--- src/fscpu_pkg.sv ---
package fscpu_pkg;

	localparam int num_rot_motors = 2;
	localparam int par_word_w = 32;

	typedef logic [31:0] speed_t;
	typedef logic [31:0] step_t;
	typedef logic [31:0] req_cmd_t;
	typedef logic [127:0] req_param_t;
	// one bit per device, see dev_lr and dev_rr
	typedef logic [num_rot_motors-1:0] dev_bmp_t;

	// per-device codes, numbered by device index
	localparam req_cmd_t cmd_motor_lr = 32'd4;
	localparam req_cmd_t cmd_motor_rr = 32'd5;
	localparam req_cmd_t cmd_exe = 32'd30;
	localparam req_cmd_t cmd_stop = 32'd31;

	localparam int dev_lr = 0;
	localparam int dev_rr = 1;

	// command code of each device, by bitmap position
	localparam req_cmd_t motor_cmd [num_rot_motors] = '{cmd_motor_lr, cmd_motor_rr};

	// parameter word fields
	localparam int par_dir_back_bit = 1;
	localparam int par0_lsb = 0;
	localparam int par_speed_lsb = 32;
	localparam int par_step_lsb = 64;

	typedef enum logic [2:0] {
		st_idle,
		st_start,
		st_wait_busy,
		st_busy,
		st_done
	} motor_state_e;

endpackage

--- src/fscpu_req_regs.sv ---
`timescale 1ns/1ps

module fscpu_req_regs (
	input  logic                 clk,
	input  logic                 resetn,
	input  logic                 req_en,
	input  fscpu_pkg::req_cmd_t   req_cmd,
	input  fscpu_pkg::req_param_t req_param,
	output logic                 dir_back [fscpu_pkg::num_rot_motors],
	output fscpu_pkg::speed_t     speed [fscpu_pkg::num_rot_motors],
	output fscpu_pkg::step_t      step [fscpu_pkg::num_rot_motors]
);
	import fscpu_pkg::*;

	logic [par_word_w-1:0] par0;
	logic [par_word_w-1:0] par1;
	logic [par_word_w-1:0] par2;

	// par3 carries no motor fields
	assign par0 = req_param[par0_lsb +: par_word_w];
	assign par1 = req_param[par_speed_lsb +: par_word_w];
	assign par2 = req_param[par_step_lsb +: par_word_w];

	for (genvar i = 0; i < num_rot_motors; i++) begin : g_motor
		logic hit;

		assign hit = req_en && (req_cmd == motor_cmd[i]);

		always_ff @(posedge clk) begin
			if (!resetn) begin
				dir_back[i] <= 1'b0;
				speed[i] <= '0;
				step[i] <= '0;
			end else if (hit) begin
				dir_back[i] <= par0[par_dir_back_bit];
				speed[i] <= par1;
				step[i] <= par2;
			end
		end
	end

endmodule

--- src/fscpu_exe_ctl.sv ---
`timescale 1ns/1ps

module fscpu_exe_ctl (
	input  logic                clk,
	input  logic                resetn,
	input  logic                req_en,
	input  fscpu_pkg::req_cmd_t  req_cmd,
	input  fscpu_pkg::dev_bmp_t  done,
	output fscpu_pkg::dev_bmp_t  run,
	output logic                req_done
);
	import fscpu_pkg::*;

	dev_bmp_t stage_bmp;
	dev_bmp_t oper_bmp;
	dev_bmp_t motor_hit;
	logic all_done;

	// one-hot of the device addressed by the command
	always_comb begin
		motor_hit = '0;
		for (int i = 0; i < num_rot_motors; i++) begin
			if (req_cmd == motor_cmd[i])
				motor_hit[i] = 1'b1;
		end
	end

	assign all_done = ((done & oper_bmp) == oper_bmp) && (oper_bmp != '0);

	// staged devices wait here for the next EXE
	always_ff @(posedge clk) begin
		if (!resetn) begin
			stage_bmp <= '0;
		end else if (req_en) begin
			if (motor_hit != '0)
				stage_bmp <= stage_bmp | motor_hit;
			else if (req_cmd != cmd_exe)
				stage_bmp <= '0;
		end else if (all_done) begin
			stage_bmp <= '0;
		end
	end

	always_ff @(posedge clk) begin
		if (!resetn) begin
			oper_bmp <= '0;
		end else if (req_en) begin
			if (req_cmd == cmd_exe)
				oper_bmp <= stage_bmp;
			else if (req_cmd == cmd_stop)
				oper_bmp <= '0;
		end else if (all_done) begin
			oper_bmp <= '0;
		end
	end

	// sticky until the host sends anything
	always_ff @(posedge clk) begin
		if (!resetn)
			req_done <= 1'b0;
		else if (req_en)
			req_done <= 1'b0;
		else if (all_done)
			req_done <= 1'b1;
	end

	assign run = oper_bmp;

endmodule

--- src/rotate_motor_ctl.sv ---
`timescale 1ns/1ps

module rotate_motor_ctl (
	input  logic              clk,
	input  logic              resetn,
	input  logic              run,
	input  logic              dir_back,
	input  fscpu_pkg::speed_t  req_speed,
	input  fscpu_pkg::step_t   req_step,
	output logic              done,
	output logic              m_sel,
	input  logic              m_state,
	output logic              m_start,
	output logic              m_stop,
	output fscpu_pkg::speed_t  m_speed,
	output fscpu_pkg::step_t   m_step,
	output logic              m_dir
);
	import fscpu_pkg::*;

	motor_state_e state;
	logic moving;

	always_ff @(posedge clk) begin
		if (!resetn) begin
			state <= st_idle;
		end else if (!run) begin
			state <= st_idle;
		end else begin
			case (state)
				st_idle: begin
					state <= st_start;
				end
				st_start: begin
					state <= st_wait_busy;
				end
				// motor takes a cycle or more to report busy
				st_wait_busy: begin
					if (m_state)
						state <= st_busy;
				end
				st_busy: begin
					if (!m_state)
						state <= st_done;
				end
				st_done: begin
					state <= st_done;
				end
				default: begin
					state <= st_idle;
				end
			endcase
		end
	end

	// latch the request on the way into start
	always_ff @(posedge clk) begin
		if (state == st_idle && run) begin
			m_speed <= req_speed;
			m_step <= req_step;
			m_dir <= dir_back;
		end
	end

	assign moving = (state == st_wait_busy) || (state == st_busy);

	assign m_sel = (state != st_idle);
	assign m_start = (state == st_start);
	// abort only while the motor may be turning
	assign m_stop = moving && !run;
	assign done = (state == st_done);

endmodule

--- src/fscpu.sv ---
`timescale 1ns/1ps

module fscpu (
	input  logic                 clk,
	input  logic                 resetn,
	input  logic                 req_en,
	input  fscpu_pkg::req_cmd_t   req_cmd,
	input  fscpu_pkg::req_param_t req_param,
	output logic                 req_done,

	output logic                 mlr_sel,
	input  logic                 mlr_state,
	output logic                 mlr_start,
	output logic                 mlr_stop,
	output fscpu_pkg::speed_t     mlr_speed,
	output fscpu_pkg::step_t      mlr_step,
	output logic                 mlr_dir,

	output logic                 mrr_sel,
	input  logic                 mrr_state,
	output logic                 mrr_start,
	output logic                 mrr_stop,
	output fscpu_pkg::speed_t     mrr_speed,
	output fscpu_pkg::step_t      mrr_step,
	output logic                 mrr_dir
);
	import fscpu_pkg::*;

	logic dir_back [num_rot_motors];
	speed_t speed [num_rot_motors];
	step_t step [num_rot_motors];
	dev_bmp_t run;
	dev_bmp_t done;

	fscpu_req_regs req_regs (
		.clk      (clk),
		.resetn   (resetn),
		.req_en   (req_en),
		.req_cmd  (req_cmd),
		.req_param(req_param),
		.dir_back (dir_back),
		.speed    (speed),
		.step     (step)
	);

	fscpu_exe_ctl exe_ctl (
		.clk     (clk),
		.resetn  (resetn),
		.req_en  (req_en),
		.req_cmd (req_cmd),
		.done    (done),
		.run     (run),
		.req_done(req_done)
	);

	// left rotate motor
	rotate_motor_ctl lr_motor_ctl (
		.clk      (clk),
		.resetn   (resetn),
		.run      (run[dev_lr]),
		.dir_back (dir_back[dev_lr]),
		.req_speed(speed[dev_lr]),
		.req_step (step[dev_lr]),
		.done     (done[dev_lr]),
		.m_sel    (mlr_sel),
		.m_state  (mlr_state),
		.m_start  (mlr_start),
		.m_stop   (mlr_stop),
		.m_speed  (mlr_speed),
		.m_step   (mlr_step),
		.m_dir    (mlr_dir)
	);

	// right rotate motor
	rotate_motor_ctl rr_motor_ctl (
		.clk      (clk),
		.resetn   (resetn),
		.run      (run[dev_rr]),
		.dir_back (dir_back[dev_rr]),
		.req_speed(speed[dev_rr]),
		.req_step (step[dev_rr]),
		.done     (done[dev_rr]),
		.m_sel    (mrr_sel),
		.m_state  (mrr_state),
		.m_start  (mrr_start),
		.m_stop   (mrr_stop),
		.m_speed  (mrr_speed),
		.m_step   (mrr_step),
		.m_dir    (mrr_dir)
	);

endmodule

--- config.mk ---
export PLATFORM = sky130hd
export DESIGN_NAME = fscpu
export DESIGN_NICKNAME = d
export VERILOG_FILES = /design/src/fscpu_pkg.sv /design/src/fscpu_req_regs.sv /design/src/fscpu_exe_ctl.sv /design/src/rotate_motor_ctl.sv /design/src/fscpu.sv
export SDC_FILE = /design/constraint.sdc
export NUM_CORES = 1
export LEC_CHECK = 0
export BUFFER_PORTS_ARGS = -buffer_cell sky130_fd_sc_hd__buf_4
export CORE_UTILIZATION = 40
export DETAILED_ROUTE_END_ITERATION = 7
export PLACE_DENSITY = 0.65
export RECOVER_POWER = 100
export SLEW_MARGIN = 20
export SYNTH_ARGS = -nofsm -noshare
export SYNTH_HDL_FRONTEND = slang
export SYNTH_SLANG_ARGS = --single-unit
--- constraint.sdc ---
create_clock -name clk -period 12.1 [get_ports clk]
set_clock_uncertainty 0.1 [all_clocks]
set_input_delay 1.21 -clock clk [delete_from_list [all_inputs] [get_ports clk]]
set_output_delay 1.21 -clock clk [all_outputs]
set_load 0.1 [all_outputs]
# ---- Word level (Yosys, flattened, before mapping)
# Index checks and enable logic that the tools add are counted.
dict set report op_classes {
  reduce_logical 25
  mux 15
  n_eq_ne 20
  n_bitwise 3
}
# operator count
set op_table {}
lappend op_table {{== test 32 x 3 -> 1 bit (second input constant)} 2}
lappend op_table {{== test 32 x 5 -> 1 bit (second input constant)} 2}
lappend op_table {{!= test 32 x 5 -> 1 bit (second input constant)} 1}
lappend op_table {{case mux 3 bit (5 select lines)} 2}
lappend op_table {{two-way mux 2 bit} 7}
lappend op_table {{== test 3 x 2 -> 1 bit (second input constant)} 4}
lappend op_table {{two-way mux 3 bit} 4}
lappend op_table {{AND reduction 2 bit} 6}
lappend op_table {{!= test 2 bit (second input constant)} 4}
lappend op_table {{logical AND 1 bit} 7}
lappend op_table {{== test 3 x 1 -> 1 bit (second input constant)} 2}
lappend op_table {{== test 3 bit (second input constant)} 2}
lappend op_table {{logical NOT 3 bit} 2}
lappend op_table {{!= test 3 x 1 -> 1 bit (second input constant)} 2}
lappend op_table {{nonzero test 2 bit} 3}
lappend op_table {{nonzero test 3 bit} 2}
lappend op_table {{bitwise AND 2 bit} 1}
lappend op_table {{== test 2 bit} 1}
lappend op_table {{logical NOT 1 bit} 2}
lappend op_table {{logical OR 1 bit} 2}
lappend op_table {{two-way mux 1 bit} 2}
lappend op_table {{bitwise OR 2 bit} 1}
lappend op_table {{OR reduction 2 bit} 1}
lappend op_table {{NOT 1 bit} 1}
dict set report totals {
  out_inout_bits 137
  input_bits 165
  wordCells 80
  reg_bits 271
}

# ---- Longest topological paths before layout
# Gate-level depths: netlist of the first run.
dict set report logic_depth {
  ltp_word 6
  depth_mapped 6
  depth_no_buf 4
}

# ---- Cells and area by module
# Synthesis of the first run repeated with hierarchy kept, for this count alone.
dict set report unflattened {
  hier_cells 709
  area_unflattened_um2 9534.1
}
# mod instances area_per_inst_um2 cells_per_inst
set by_module_without_submodules {}
lappend by_module_without_submodules {fscpu_req_regs 1 4947.2 504}
lappend by_module_without_submodules {rotate_motor_ctl 2 2127.0 82}
lappend by_module_without_submodules {fscpu_exe_ctl 1 332.8 41}

# ---- Worst setup path after synthesis of the first run
# Ideal clock, no wire load.
dict set report synth_path {
  path_type {register -> register}
  startpoint {reg lr_motor_ctl.state[2]}
  endpoint {reg lr_motor_ctl.m_dir, enable pin}
  path_stages_with_launch 3
  arrival_time_ns 4.034
  t_required_ns 11.512
  n_path_buf 0
  slack_ns 7.478
  path_cell_list {dfxtp_1 -> or3_1 -> nor2_1}
}
dict set report synth_between {
  elab_chain_cells 2
}
# item line
set synth_rtl {}
lappend synth_rtl {{start, declared} rotate_motor_ctl.sv:21} ;# motor_state_e state;
lappend synth_rtl {{start signal, assigned} rotate_motor_ctl.sv:26} ;# state <= st_idle;
lappend synth_rtl {{start signal, assigned} rotate_motor_ctl.sv:28} ;# state <= st_idle;
lappend synth_rtl {{start signal, assigned} rotate_motor_ctl.sv:32} ;# state <= st_start;
lappend synth_rtl {{logical NOT 3 bit} rotate_motor_ctl.sv:58} ;# if (state == st_idle && run) begin
lappend synth_rtl {{logical AND 1 bit} rotate_motor_ctl.sv:58}
lappend synth_rtl {{end signal, assigned} rotate_motor_ctl.sv:61} ;# m_dir <= dir_back;
lappend synth_rtl {{end, declared} rotate_motor_ctl.sv:17} ;# output logic m_dir
# No other way between the ends.
# A chain may end at the register's enable or synchronous reset.

==> flow_metrics.env, run 1 <==
export IMPL_status="complete, but fails checks"
export IMPL_violations="max-capacitance violations, max-slew violations"
export IMPL_setup_violations=0
export IMPL_htreeDepth=1
export IMPL_die_w_um=155
export IMPL_place_hpwl_um=12300
export IMPL_cp_end_kind="flop"
export IMPL_path_clk_slew_ps=70
export IMPL_cts_made_buffers=28
export IMPL_critPathMaxStageDelay_ps=3170
export IMPL_ys_ff_latch=271
export IMPL_row_count=55
export IMPL_initial_core_util_pct=41.1
export IMPL_via_count=5939
export IMPL_ctsHoldBuffers=0
export IMPL_vias_per_cell=4.69
export IMPL_diodes=0
export IMPL_antenna_found_initial=1
export IMPL_routed_wl_um=20400
export IMPL_drtIter0Drc=221
export IMPL_finalNetCount=1097
export IMPL_cp_data_required_time_ps=12460
export IMPL_io_pins=302
export IMPL_cap_violations=4
export IMPL_ff2ff_setup_slack_ps=7030
export IMPL_final_core_util_pct=51.8
export IMPL_synth_fp_nets=859
export IMPL_crit_arrival_ps=6240
export IMPL_place_gp_congestion=0.731
export IMPL_cts_root_buf="clkbuf_16"
export IMPL_clock_fmax_ghz=0.170
export IMPL_final_setup_tns_ps=0
export IMPL_dr_pass1_iters=4
export IMPL_ys_flop_type="dfxtp_1"
export IMPL_syn_instance_count=694
export IMPL_core_um2=22800
export IMPL_path_delay_family="buffers and inverters"
export IMPL_period_minus_slack_ps=5880
export IMPL_layout_setup_ws_ps=6220
export IMPL_reg2regPathDepth=3
export IMPL_cts_setup_buffers=0
export IMPL_path_buf_inv=2
export IMPL_drive_gt1_share_pct=15.7
export IMPL_rsz0062_at_grt="false"
export IMPL_period_share_pct=48.6
export IMPL_clock_latency_ps=530
export IMPL_grt_overflow=0
export IMPL_yosys_warnings=0
export IMPL_syn2layout_area_growth_pct=26.0
export IMPL_grt_max_degree=107
export IMPL_holdWs_ps=323
export IMPL_synth_seq_area_share_pct=71.6
export IMPL_hp_class="flop to flop"
export IMPL_yosysTopAreaCell="edfxtp_1"
export IMPL_cpMaxStageDelayCell="clkbuf_1"
export IMPL_final_hold_viol_count=0
export IMPL_timing_rr_start="rr_motor_ctl.state[2]"
export IMPL_syn_area_um2=9400
export IMPL_clockBufferDepth=3
export IMPL_critPathLaunchType="input pin"
export IMPL_path_cells="clkbuf_1 -> buf_4 -> nand2b_1 -> o32ai_1 -> o21a_1"
export IMPL_vdd_ir_drop_max_v=0.000122
export IMPL_synth_cell_types=37
export IMPL_track_usage_pct=16.5
export IMPL_cts_tree="yes"
export IMPL_slew_violations=241
export IMPL_regToRegEndpoint="rr_motor_ctl.m_speed[29]"
export IMPL_tightest_slew_ps=4630
export IMPL_yosysTopAreaCellShare_pct=41.5
export IMPL_detail_route_wl_per_cell_um=16.1
export IMPL_grt_pass1_wl_um=31500
export IMPL_cts_resized=0
export IMPL_async_flop_share_pct=0
export IMPL_p_leak_nw=4.40
export IMPL_slew_headroom_pct=-209
export IMPL_grt_pass1_vias=5913
export IMPL_clock_sinks=271
export IMPL_postRouteAntennaNets=0
export IMPL_crit_type="input pin to flop"
export IMPL_dieArea_um2=24100
export IMPL_synth_area_leaders="edfxtp_1 (42%), dfxtp_1 (30%), mux2i_1 (14%)"
export IMPL_die_h_um=155
export IMPL_power_density_nw_per_um2=158
export IMPL_fillers=2128
export IMPL_numPortBuffers=238
export IMPL_whs_path_depth=0
export IMPL_crit_fanout=106
export IMPL_drc=0
export IMPL_syn_area_per_cell_um2=13.5
export IMPL_totalPowerFinal_mw=1.88
export IMPL_hold_end="rr_motor_ctl.m_speed[20]"
export IMPL_synth_edf_count=130
export IMPL_place_ws_ps=7650
export IMPL_worst_hold_startpoint="req_regs.speed[20]"
-- cell usage after synthesis (2+ instances only) --
library cell    n
or3_1           2
nor3b_1         4
inv_1           2
nor2_1          8
nand3b_1        2
buf_2           2
and3b_1         2
clkbuf_1       20
a21oi_1         4
buf_4           7
o21a_1          2
edfxtp_1      130
buf_1           2
nor4_1          6
buf_8           3
nor4bb_1        2
dfxtp_1       141
mux2i_1       132
buf_6           2
nor3_1          5
o21bai_1        2
nand2_1       198
nand4_1         2
-- worst register-to-register path, cell delays in order, from the launching register on --
cell and delay (ps):
dfxtp_1 360, or3_1 420, nor2_1 1600, clkbuf_1 2120
-- cell type report --
class | instances | area [um^2] | share of cell area, %
multi-input cells | 385 | 2460 | 20.8
inverters | 2 | 7.51 | 0.0634
clock buffers | 35 | 758 | 6.40
repair buffers | 244 | 1310 | 11.0
flip-flops and latches | 271 | 6730 | 56.8
clock inverters | 17 | 189 | 1.60
well taps | 313 | 392 | 3.31
-- cells in the final DEF, fill, tap and decap left out, types with 4 or more instances in the layout --
cell       netlist  layout
nand2_1        198     198
clkbuf_1        20     145
dfxtp_1        141     141
mux2i_1        132     132
edfxtp_1       130     130
buf_4            7     104
clkbuf_16        0      29
nor2_1           8       7
nor4_1           6       6
clkinv_2         0       6
nor3_1           5       5
clkinv_1         0       5
nor3b_1          4       4
a21oi_1          4       4
bufinv_16        0       4
-- state kept, by name (all words and copies together) (netlist names), 3 cells and up --
signal and flops:
lr_motor_ctl.state 3, req_regs.step 64, req_regs.speed 64, lr_motor_ctl.m_step 32, rr_motor_ctl.state 3, rr_motor_ctl.m_step 32, lr_motor_ctl.m_speed 32, rr_motor_ctl.m_speed 32
-- cell families after synthesis --
| group | after synthesis | synth area share, % |
|---|---|---|
| muxes | 132 | 14.1 |
| buffers and inverters | 38 | 2.34 |
| and+or+nand+nor | 241 | 11.2 |
| DFF | 271 | 71.6 |
| AOI/OAI and AO/OA | 12 | 0.865 |
-- power breakdown --
group | internal (mW) | switching (mW)
logic | 0.0254 | 0.0229
registers | 0.952 | 0.0000000000350
clock network | 0.529 | 0.347
total | 1.51 | 0.370
-- routing by layer --
metal	wire length [um]	global-route usage, %	vias up
li1	-	-	2901
met1	8920	20.7	2830
met2	9660	28.3	177
met3	1430	4.29	29
met4	365	4.25	2
met5	9	0	-
-- per-stage QoR --
step                cells  area [um^2]
floorplan             694         9400
global placement     1215        11400
detailed placement   1215        11400
CTS                  1267        12400
global route         1267        11800
finish               1267        11800
-- worst max-delay path by stage --
| stage | from | end | slack [ps] | depth (start not counted) |
|---|---|---|---|---|
| floorplan | lr_motor_ctl.state[2] | lr_motor_ctl.m_dir | 7480 | 2 |
| global route | resetn | exe_ctl.stage_bmp[1] | 5640 | 5 |
| CTS | req_cmd[5] | req_regs.speed[51] | 8170 | 6 |
| finish | resetn | exe_ctl.stage_bmp[1] | 6220 | 5 |
| detailed placement | req_cmd[5] | req_regs.speed[51] | 7650 | 6 |
| global placement | req_cmd[19] | req_regs.speed[56] | 7650 | 6 |
No activity file was read; power rests on OpenSTA's default activity.
==> run 2, diff against run 1 <==
--- a/config.mk
+++ b/config.mk
@@ -5,6 +5,7 @@
 export SDC_FILE = /design/constraint.sdc
 export NUM_CORES = 1
 export LEC_CHECK = 0
+export ABC_AREA = 1
 export BUFFER_PORTS_ARGS = -buffer_cell sky130_fd_sc_hd__buf_4
 export CORE_UTILIZATION = 40
 export DETAILED_ROUTE_END_ITERATION = 7
==> constraint.sdc (replaced) <==
create_clock -name clk -period 5.75 [get_ports clk]
set_clock_uncertainty 0.1 [all_clocks]
set_input_delay 0.575 -clock clk [delete_from_list [all_inputs] [get_ports clk]]
set_output_delay 0.575 -clock clk [all_outputs]
set_load 0.1 [all_outputs]
==> flow_metrics.env, run 2 <==
export IMPL_finalNetCount=1248
export IMPL_cts_made_buffers=27
export IMPL_vias_per_cell=4.71
export IMPL_clockPowerShare_pct=41.4
export IMPL_place_gp_congestion=0.773
export IMPL_synth_common_cells="nor2_1 (296), dfxtp_1 (141), edfxtp_1 (130), o21ai_0 (110), nand2_1 (46)"
export IMPL_track_usage_pct=17.4
export IMPL_clock_fmax_ghz=0.255
export IMPL_grt_max_degree=81
export IMPL_drive_gt1_share_pct=13.9
export IMPL_synth_edf_count=130
export IMPL_synth_seq_area_share_pct=72.4
export IMPL_cts_resized=0
export IMPL_antenna_found_initial=0
export IMPL_seqPwrFrac_pct=50.4
export IMPL_slew_violations=211
export IMPL_hold_end="req_regs.speed[47]"
export IMPL_place_area_um2=11200
export IMPL_ys_flop_type="dfxtp_1"
export IMPL_syn_area_um2=9300
export IMPL_diodes=0
export IMPL_die_w_um=154
export IMPL_vdd_ir_drop_max_v=0.000258
export IMPL_path_clk_slew_ps=60
export IMPL_cts_setup_buffers=0
export IMPL_fin_area_um2=11500
export IMPL_yosysTopAreaCellShare_pct=42.0
export IMPL_routed_wl_um=21000
export IMPL_reg2regPathDepth=4
export IMPL_crit_arrival_ps=3960
export IMPL_final_core_util_pct=50.6
export IMPL_p_int_mw=3.09
export IMPL_ff2ff_setup_slack_ps=1840
export IMPL_power_density_nw_per_um2=355
export IMPL_clock_latency_ps=540
export IMPL_fin_cells=1389
export IMPL_clockBufferDepth=3
export IMPL_yosys_warnings=0
export IMPL_critPathLaunchType="flop"
export IMPL_yosysMostFrequentCell="nor2_1"
export IMPL_async_flop_share_pct=0
export IMPL_grt_pass1_vias=6231
export IMPL_final_hold_viol_count=0
export IMPL_postRouteAntennaNets=0
export IMPL_core_um2=22700
export IMPL_synth_cell_types=22
export IMPL_reg_top3="req_regs.speed x64, req_regs.step x64"
export IMPL_regToRegEndpoint="rr_motor_ctl.m_step[7]"
export IMPL_synth_fp_nets=1017
export IMPL_syn_area_per_cell_um2=10.9
export IMPL_timing_rr_start="rr_motor_ctl.state[1]"
export IMPL_holdWs_ps=177
export IMPL_status="complete, but fails checks"
export IMPL_drtIter0Drc=234
export IMPL_totalPowerFinal_mw=4.08
export IMPL_cp_data_required_time_ps=5790
export IMPL_via_count=6539
export IMPL_ys_ff_latch=271
export IMPL_worst_hold_startpoint="req_param[47]"
export IMPL_numPortBuffers=238
export IMPL_hp_class="input pin to flop"
export IMPL_place_ws_ps=2510
export IMPL_drc=0
export IMPL_setup_violations=0
export IMPL_detail_route_wl_per_cell_um=15.1
export IMPL_die_h_um=154
export IMPL_cap_violations=5
export IMPL_htreeDepth=1
export IMPL_switching_share_pct=24.2
export IMPL_dr_pass1_iters=6
export IMPL_violations="max-capacitance violations, max-slew violations"
export IMPL_dieArea_um2=23900
export IMPL_final_common_cell="nor2_1"
export IMPL_cp_end_kind="flop"
export IMPL_grt_overflow=0
export IMPL_yosysTopAreaCell="edfxtp_1"
export IMPL_slew_headroom_pct=-116
export IMPL_initial_core_util_pct=40.9
export IMPL_row_count=55
export IMPL_clock_sinks=271
export IMPL_syn_instance_count=852
export IMPL_place_inst=1338
export IMPL_rsz0062_at_grt="false"
export IMPL_place_hpwl_um=12800
export IMPL_final_setup_tns_ps=0
export IMPL_mostFrequentLayoutCells="nor2_1 (297), clkbuf_1 (149), dfxtp_1 (141)"
export IMPL_period_share_pct=68.1
export IMPL_layout_setup_ws_ps=1840
export IMPL_combPwrFrac_pct=8.2
export IMPL_synth_area_leaders="edfxtp_1 (42%), dfxtp_1 (30%), nor2_1 (12%)"
export IMPL_crit_type="flop to flop"
export IMPL_p_switching_mw=0.987
export IMPL_grt_pass1_wl_um=32600
export IMPL_cts_tree="yes"
export IMPL_cts_root_buf="clkbuf_16"
export IMPL_whs_path_depth=3
export IMPL_period_minus_slack_ps=3910
export IMPL_tightest_slew_ps=3240
export IMPL_p_leak_nw=4.34
export IMPL_syn2layout_area_growth_pct=23.7
export IMPL_ctsHoldBuffers=0
export IMPL_crit_fanout=43
export IMPL_io_pins=302
-- run 2: changes by cell type after synthesis, moves of 6 or more --
cell,change
inv_1,+24
nand3_1,+9
buf_4,-7
mux2i_1,-132
buf_8,+9
o21ai_1,+20
clkbuf_2,+6
nor2_1,+288
nand2_1,-152
o21ai_0,+109
-- run 2: cells by family after synthesis --
kind of cell           share of synthesized area [%]
AND/OR/NAND/NOR                                 15.5
flip-flops                                      72.4
AO/OA/AOI/OAI                                   7.46
buffers and inverters                           4.71
-- run 2: worst max path at each step --
stage	from	slack, ps	endpoint	depth (start not counted)
floorplan	rr_motor_ctl.state[1]	1100	rr_motor_ctl.m_dir	3
global placement	req_cmd[13]	2510	req_regs.dir_back[0]	12
detailed placement	req_cmd[15]	2510	req_regs.step[0]	12
CTS	req_cmd[15]	3050	req_regs.step[3]	12
global route	req_cmd[15]	1410	req_regs.speed[19]	12
finish	rr_motor_ctl.state[1]	1840	rr_motor_ctl.m_step[7]	4
-- run 2: per-layer routing --
metal	vias up	global-route usage (%)	share of wire (%)	routed length (um)
met3	34	4.51	7.2	1510
met5	-	0	0	0
met1	3029	21.0	43	9000
li1	3282	-	-	-
met2	194	30.2	48	9990
met4	0	5.52	2.3	478
-- run 2: power groups by stage --
stage / sequential [mW] / combinational [mW] / clock, mW
final: 2.06 / 0.335 / 1.69
after global routing: 2.06 / 0.355 / 1.80
after CTS: 2.06 / 0.360 / 1.73
after detailed placement: 2.10 / 0.360 / 0
after global placement: 2.10 / 0.358 / 0
after floorplan: 2.26 / 0.0771 / 0
-- run 2: critical path, stage by stage (launching register included) --
cell      delay, ps
dfxtp_1         330
nor2_1          210
nand2_1         110
nor2_1         1600
clkbuf_2       1150
-- run 2: area by class of cell --
class	instances	area, um^2
repair buffers	246	1310
inverters	29	109
multi-input cells	508	2130
fillers	2136	11200
clock inverters	7	51.3
clock buffers	43	816
well taps	285	357
flip-flops and latches	271	6730
==> run 3, diff against run 2 <==
==> constraint.sdc (replaced) <==
create_clock -name clk -period 3.7 [get_ports clk]
set_clock_uncertainty 0.1 [all_clocks]
set_input_delay 0.37 -clock clk [delete_from_list [all_inputs] [get_ports clk]]
set_output_delay 0.37 -clock clk [all_outputs]
set_load 0.1 [all_outputs]
==> flow_metrics.env, run 3 (same netlist as run 2, synthesis figures left out) <==
export IMPL_hold_end="req_regs.speed[35]"
export IMPL_place_area_um2=11200
export IMPL_clockPowerShare_pct=41.5
export IMPL_switching_share_pct=24.1
export IMPL_grt_overflow=0
export IMPL_core_um2=22700
export IMPL_drtIter0Drc=315
export IMPL_cts_root_buf="clkbuf_16"
export IMPL_fin_cells=1454
export IMPL_p_leak_nw=4.62
export IMPL_mostFrequentLayoutCells="nor2_1 (295), clkbuf_1 (144), dfxtp_1 (141)"
export IMPL_numPortBuffers=238
export IMPL_place_gp_congestion=0.769
export IMPL_final_hold_viol_count=0
export IMPL_place_ws_ps=1440
export IMPL_hp_class="input pin to flop"
export IMPL_row_count=55
export IMPL_drc=0
export IMPL_crit_fanout=17
export IMPL_die_w_um=154
export IMPL_initial_core_util_pct=40.9
export IMPL_grt_pass1_vias=6679
export IMPL_track_usage_pct=17.8
export IMPL_setup_violations=0
export IMPL_rsz0062_at_grt="false"
export IMPL_cap_violations=2
export IMPL_grt_pass1_wl_um=33700
export IMPL_crit_arrival_ps=2810
export IMPL_p_int_mw=4.90
export IMPL_reg_top3="req_regs.speed x64, req_regs.step x64"
export IMPL_p_switching_mw=1.56
export IMPL_combPwrFrac_pct=9.1
export IMPL_reg2regPathDepth=4
export IMPL_clock_sinks=271
export IMPL_seqPwrFrac_pct=49.5
export IMPL_final_common_cell="nor2_1"
export IMPL_vias_per_cell=4.69
export IMPL_fin_area_um2=12200
export IMPL_whs_path_depth=3
export IMPL_drive_gt1_share_pct=13.3
export IMPL_critPathLaunchType="flop"
export IMPL_detail_route_wl_per_cell_um=14.9
export IMPL_totalPowerFinal_mw=6.46
export IMPL_diodes=0
export IMPL_clock_latency_ps=530
export IMPL_layout_setup_ws_ps=1000
export IMPL_final_core_util_pct=53.8
export IMPL_cp_end_kind="flop"
export IMPL_dieArea_um2=23900
export IMPL_vdd_ir_drop_max_v=0.000264
export IMPL_finalNetCount=1312
export IMPL_regToRegEndpoint="lr_motor_ctl.m_speed[4]"
export IMPL_tightest_slew_ps=2290
export IMPL_die_h_um=154
export IMPL_violations="max-capacitance violations, max-slew violations"
export IMPL_io_pins=302
export IMPL_htreeDepth=1
export IMPL_routed_wl_um=21600
export IMPL_final_setup_tns_ps=0
export IMPL_cts_made_buffers=28
export IMPL_cp_data_required_time_ps=3810
export IMPL_grt_max_degree=139
export IMPL_power_density_nw_per_um2=529
export IMPL_place_inst=1338
export IMPL_clockBufferDepth=3
export IMPL_slew_violations=155
export IMPL_timing_rr_start="lr_motor_ctl.state[1]"
export IMPL_ff2ff_setup_slack_ps=1000
export IMPL_cts_resized=0
export IMPL_syn2layout_area_growth_pct=31.4
export IMPL_clock_fmax_ghz=0.371
export IMPL_postRouteAntennaNets=0
export IMPL_worst_hold_startpoint="req_param[35]"
export IMPL_via_count=6812
export IMPL_dr_pass1_iters=4
export IMPL_slew_headroom_pct=-52.5
export IMPL_place_hpwl_um=13000
export IMPL_period_minus_slack_ps=2700
export IMPL_crit_type="flop to flop"
export IMPL_antenna_found_initial=0
export IMPL_holdWs_ps=19.8
export IMPL_cts_tree="yes"
export IMPL_status="complete, but fails checks"
export IMPL_period_share_pct=72.9
export IMPL_path_clk_slew_ps=60
==> run 3: cell types whose count changed in the layout (fill, tap and decap cells not counted), moves of 5 or more <==
cell           previous run  this run
o21ai_1                  10         0
clkbuf_1                149       144
clkinv_1                  1         7
o21ai_0                 120       130
clkbuf_8                  8         1
dlygate4sd3_1             0        64
==> run 3: worst max path at each step <==
stage,start,end,slack (ps)
final,lr_motor_ctl.state[1],lr_motor_ctl.m_speed[4],1000
after global placement,req_cmd[31],req_regs.step[12],1460
after detailed placement,req_cmd[31],req_regs.step[5],1440
after global routing,lr_motor_ctl.state[1],lr_motor_ctl.m_step[26],780
after CTS,rr_motor_ctl.state[1],rr_motor_ctl.m_speed[17],1580
after floorplan,rr_motor_ctl.state[1],rr_motor_ctl.m_dir,130
==> run 3: power groups by stage <==
stage          clock network [mW]  logic, mW  registers [mW]
2_1_floorplan                   0      0.121            3.51
6_report                     2.68      0.585            3.19
3_5_place_dp                    0      0.561            3.26
3_3_place_gp                    0      0.560            3.26
4_1_cts                      2.74      0.619            3.20
5_1_grt                      2.86      0.622            3.20
==> run 3: area by class of cell <==
type                    count  area, um^2
inverters                  29         109
repair buffers            309        2000
flip-flops and latches    271        6730
clock inverters            16         145
clock buffers              36         741
well taps                 285         357
fillers                  2097       10500
multi-input cells         508        2140
==> run 3: critical path, stage by stage, from the launching register on <==
cell and delay [ps]:
dfxtp_1 330, nor2_1 200, nand2_1 110, nor2_1 1160, buf_4 460
==> run 3: repair_timing <==
item / in CTS / in global routing
hold endpoints to repair: 109 / 0
buffers inserted: 0 / 0
hold buffers: 64 / 0
==> run 3: layer usage <==
layer	wire [um]	vias to the layer above	GRT usage, %
li1	-	3410	-
met1	9230	3173	21.6
met2	10700	201	32.0
met3	1400	28	3.87
met4	351	0	4.57
met5	0	-	0
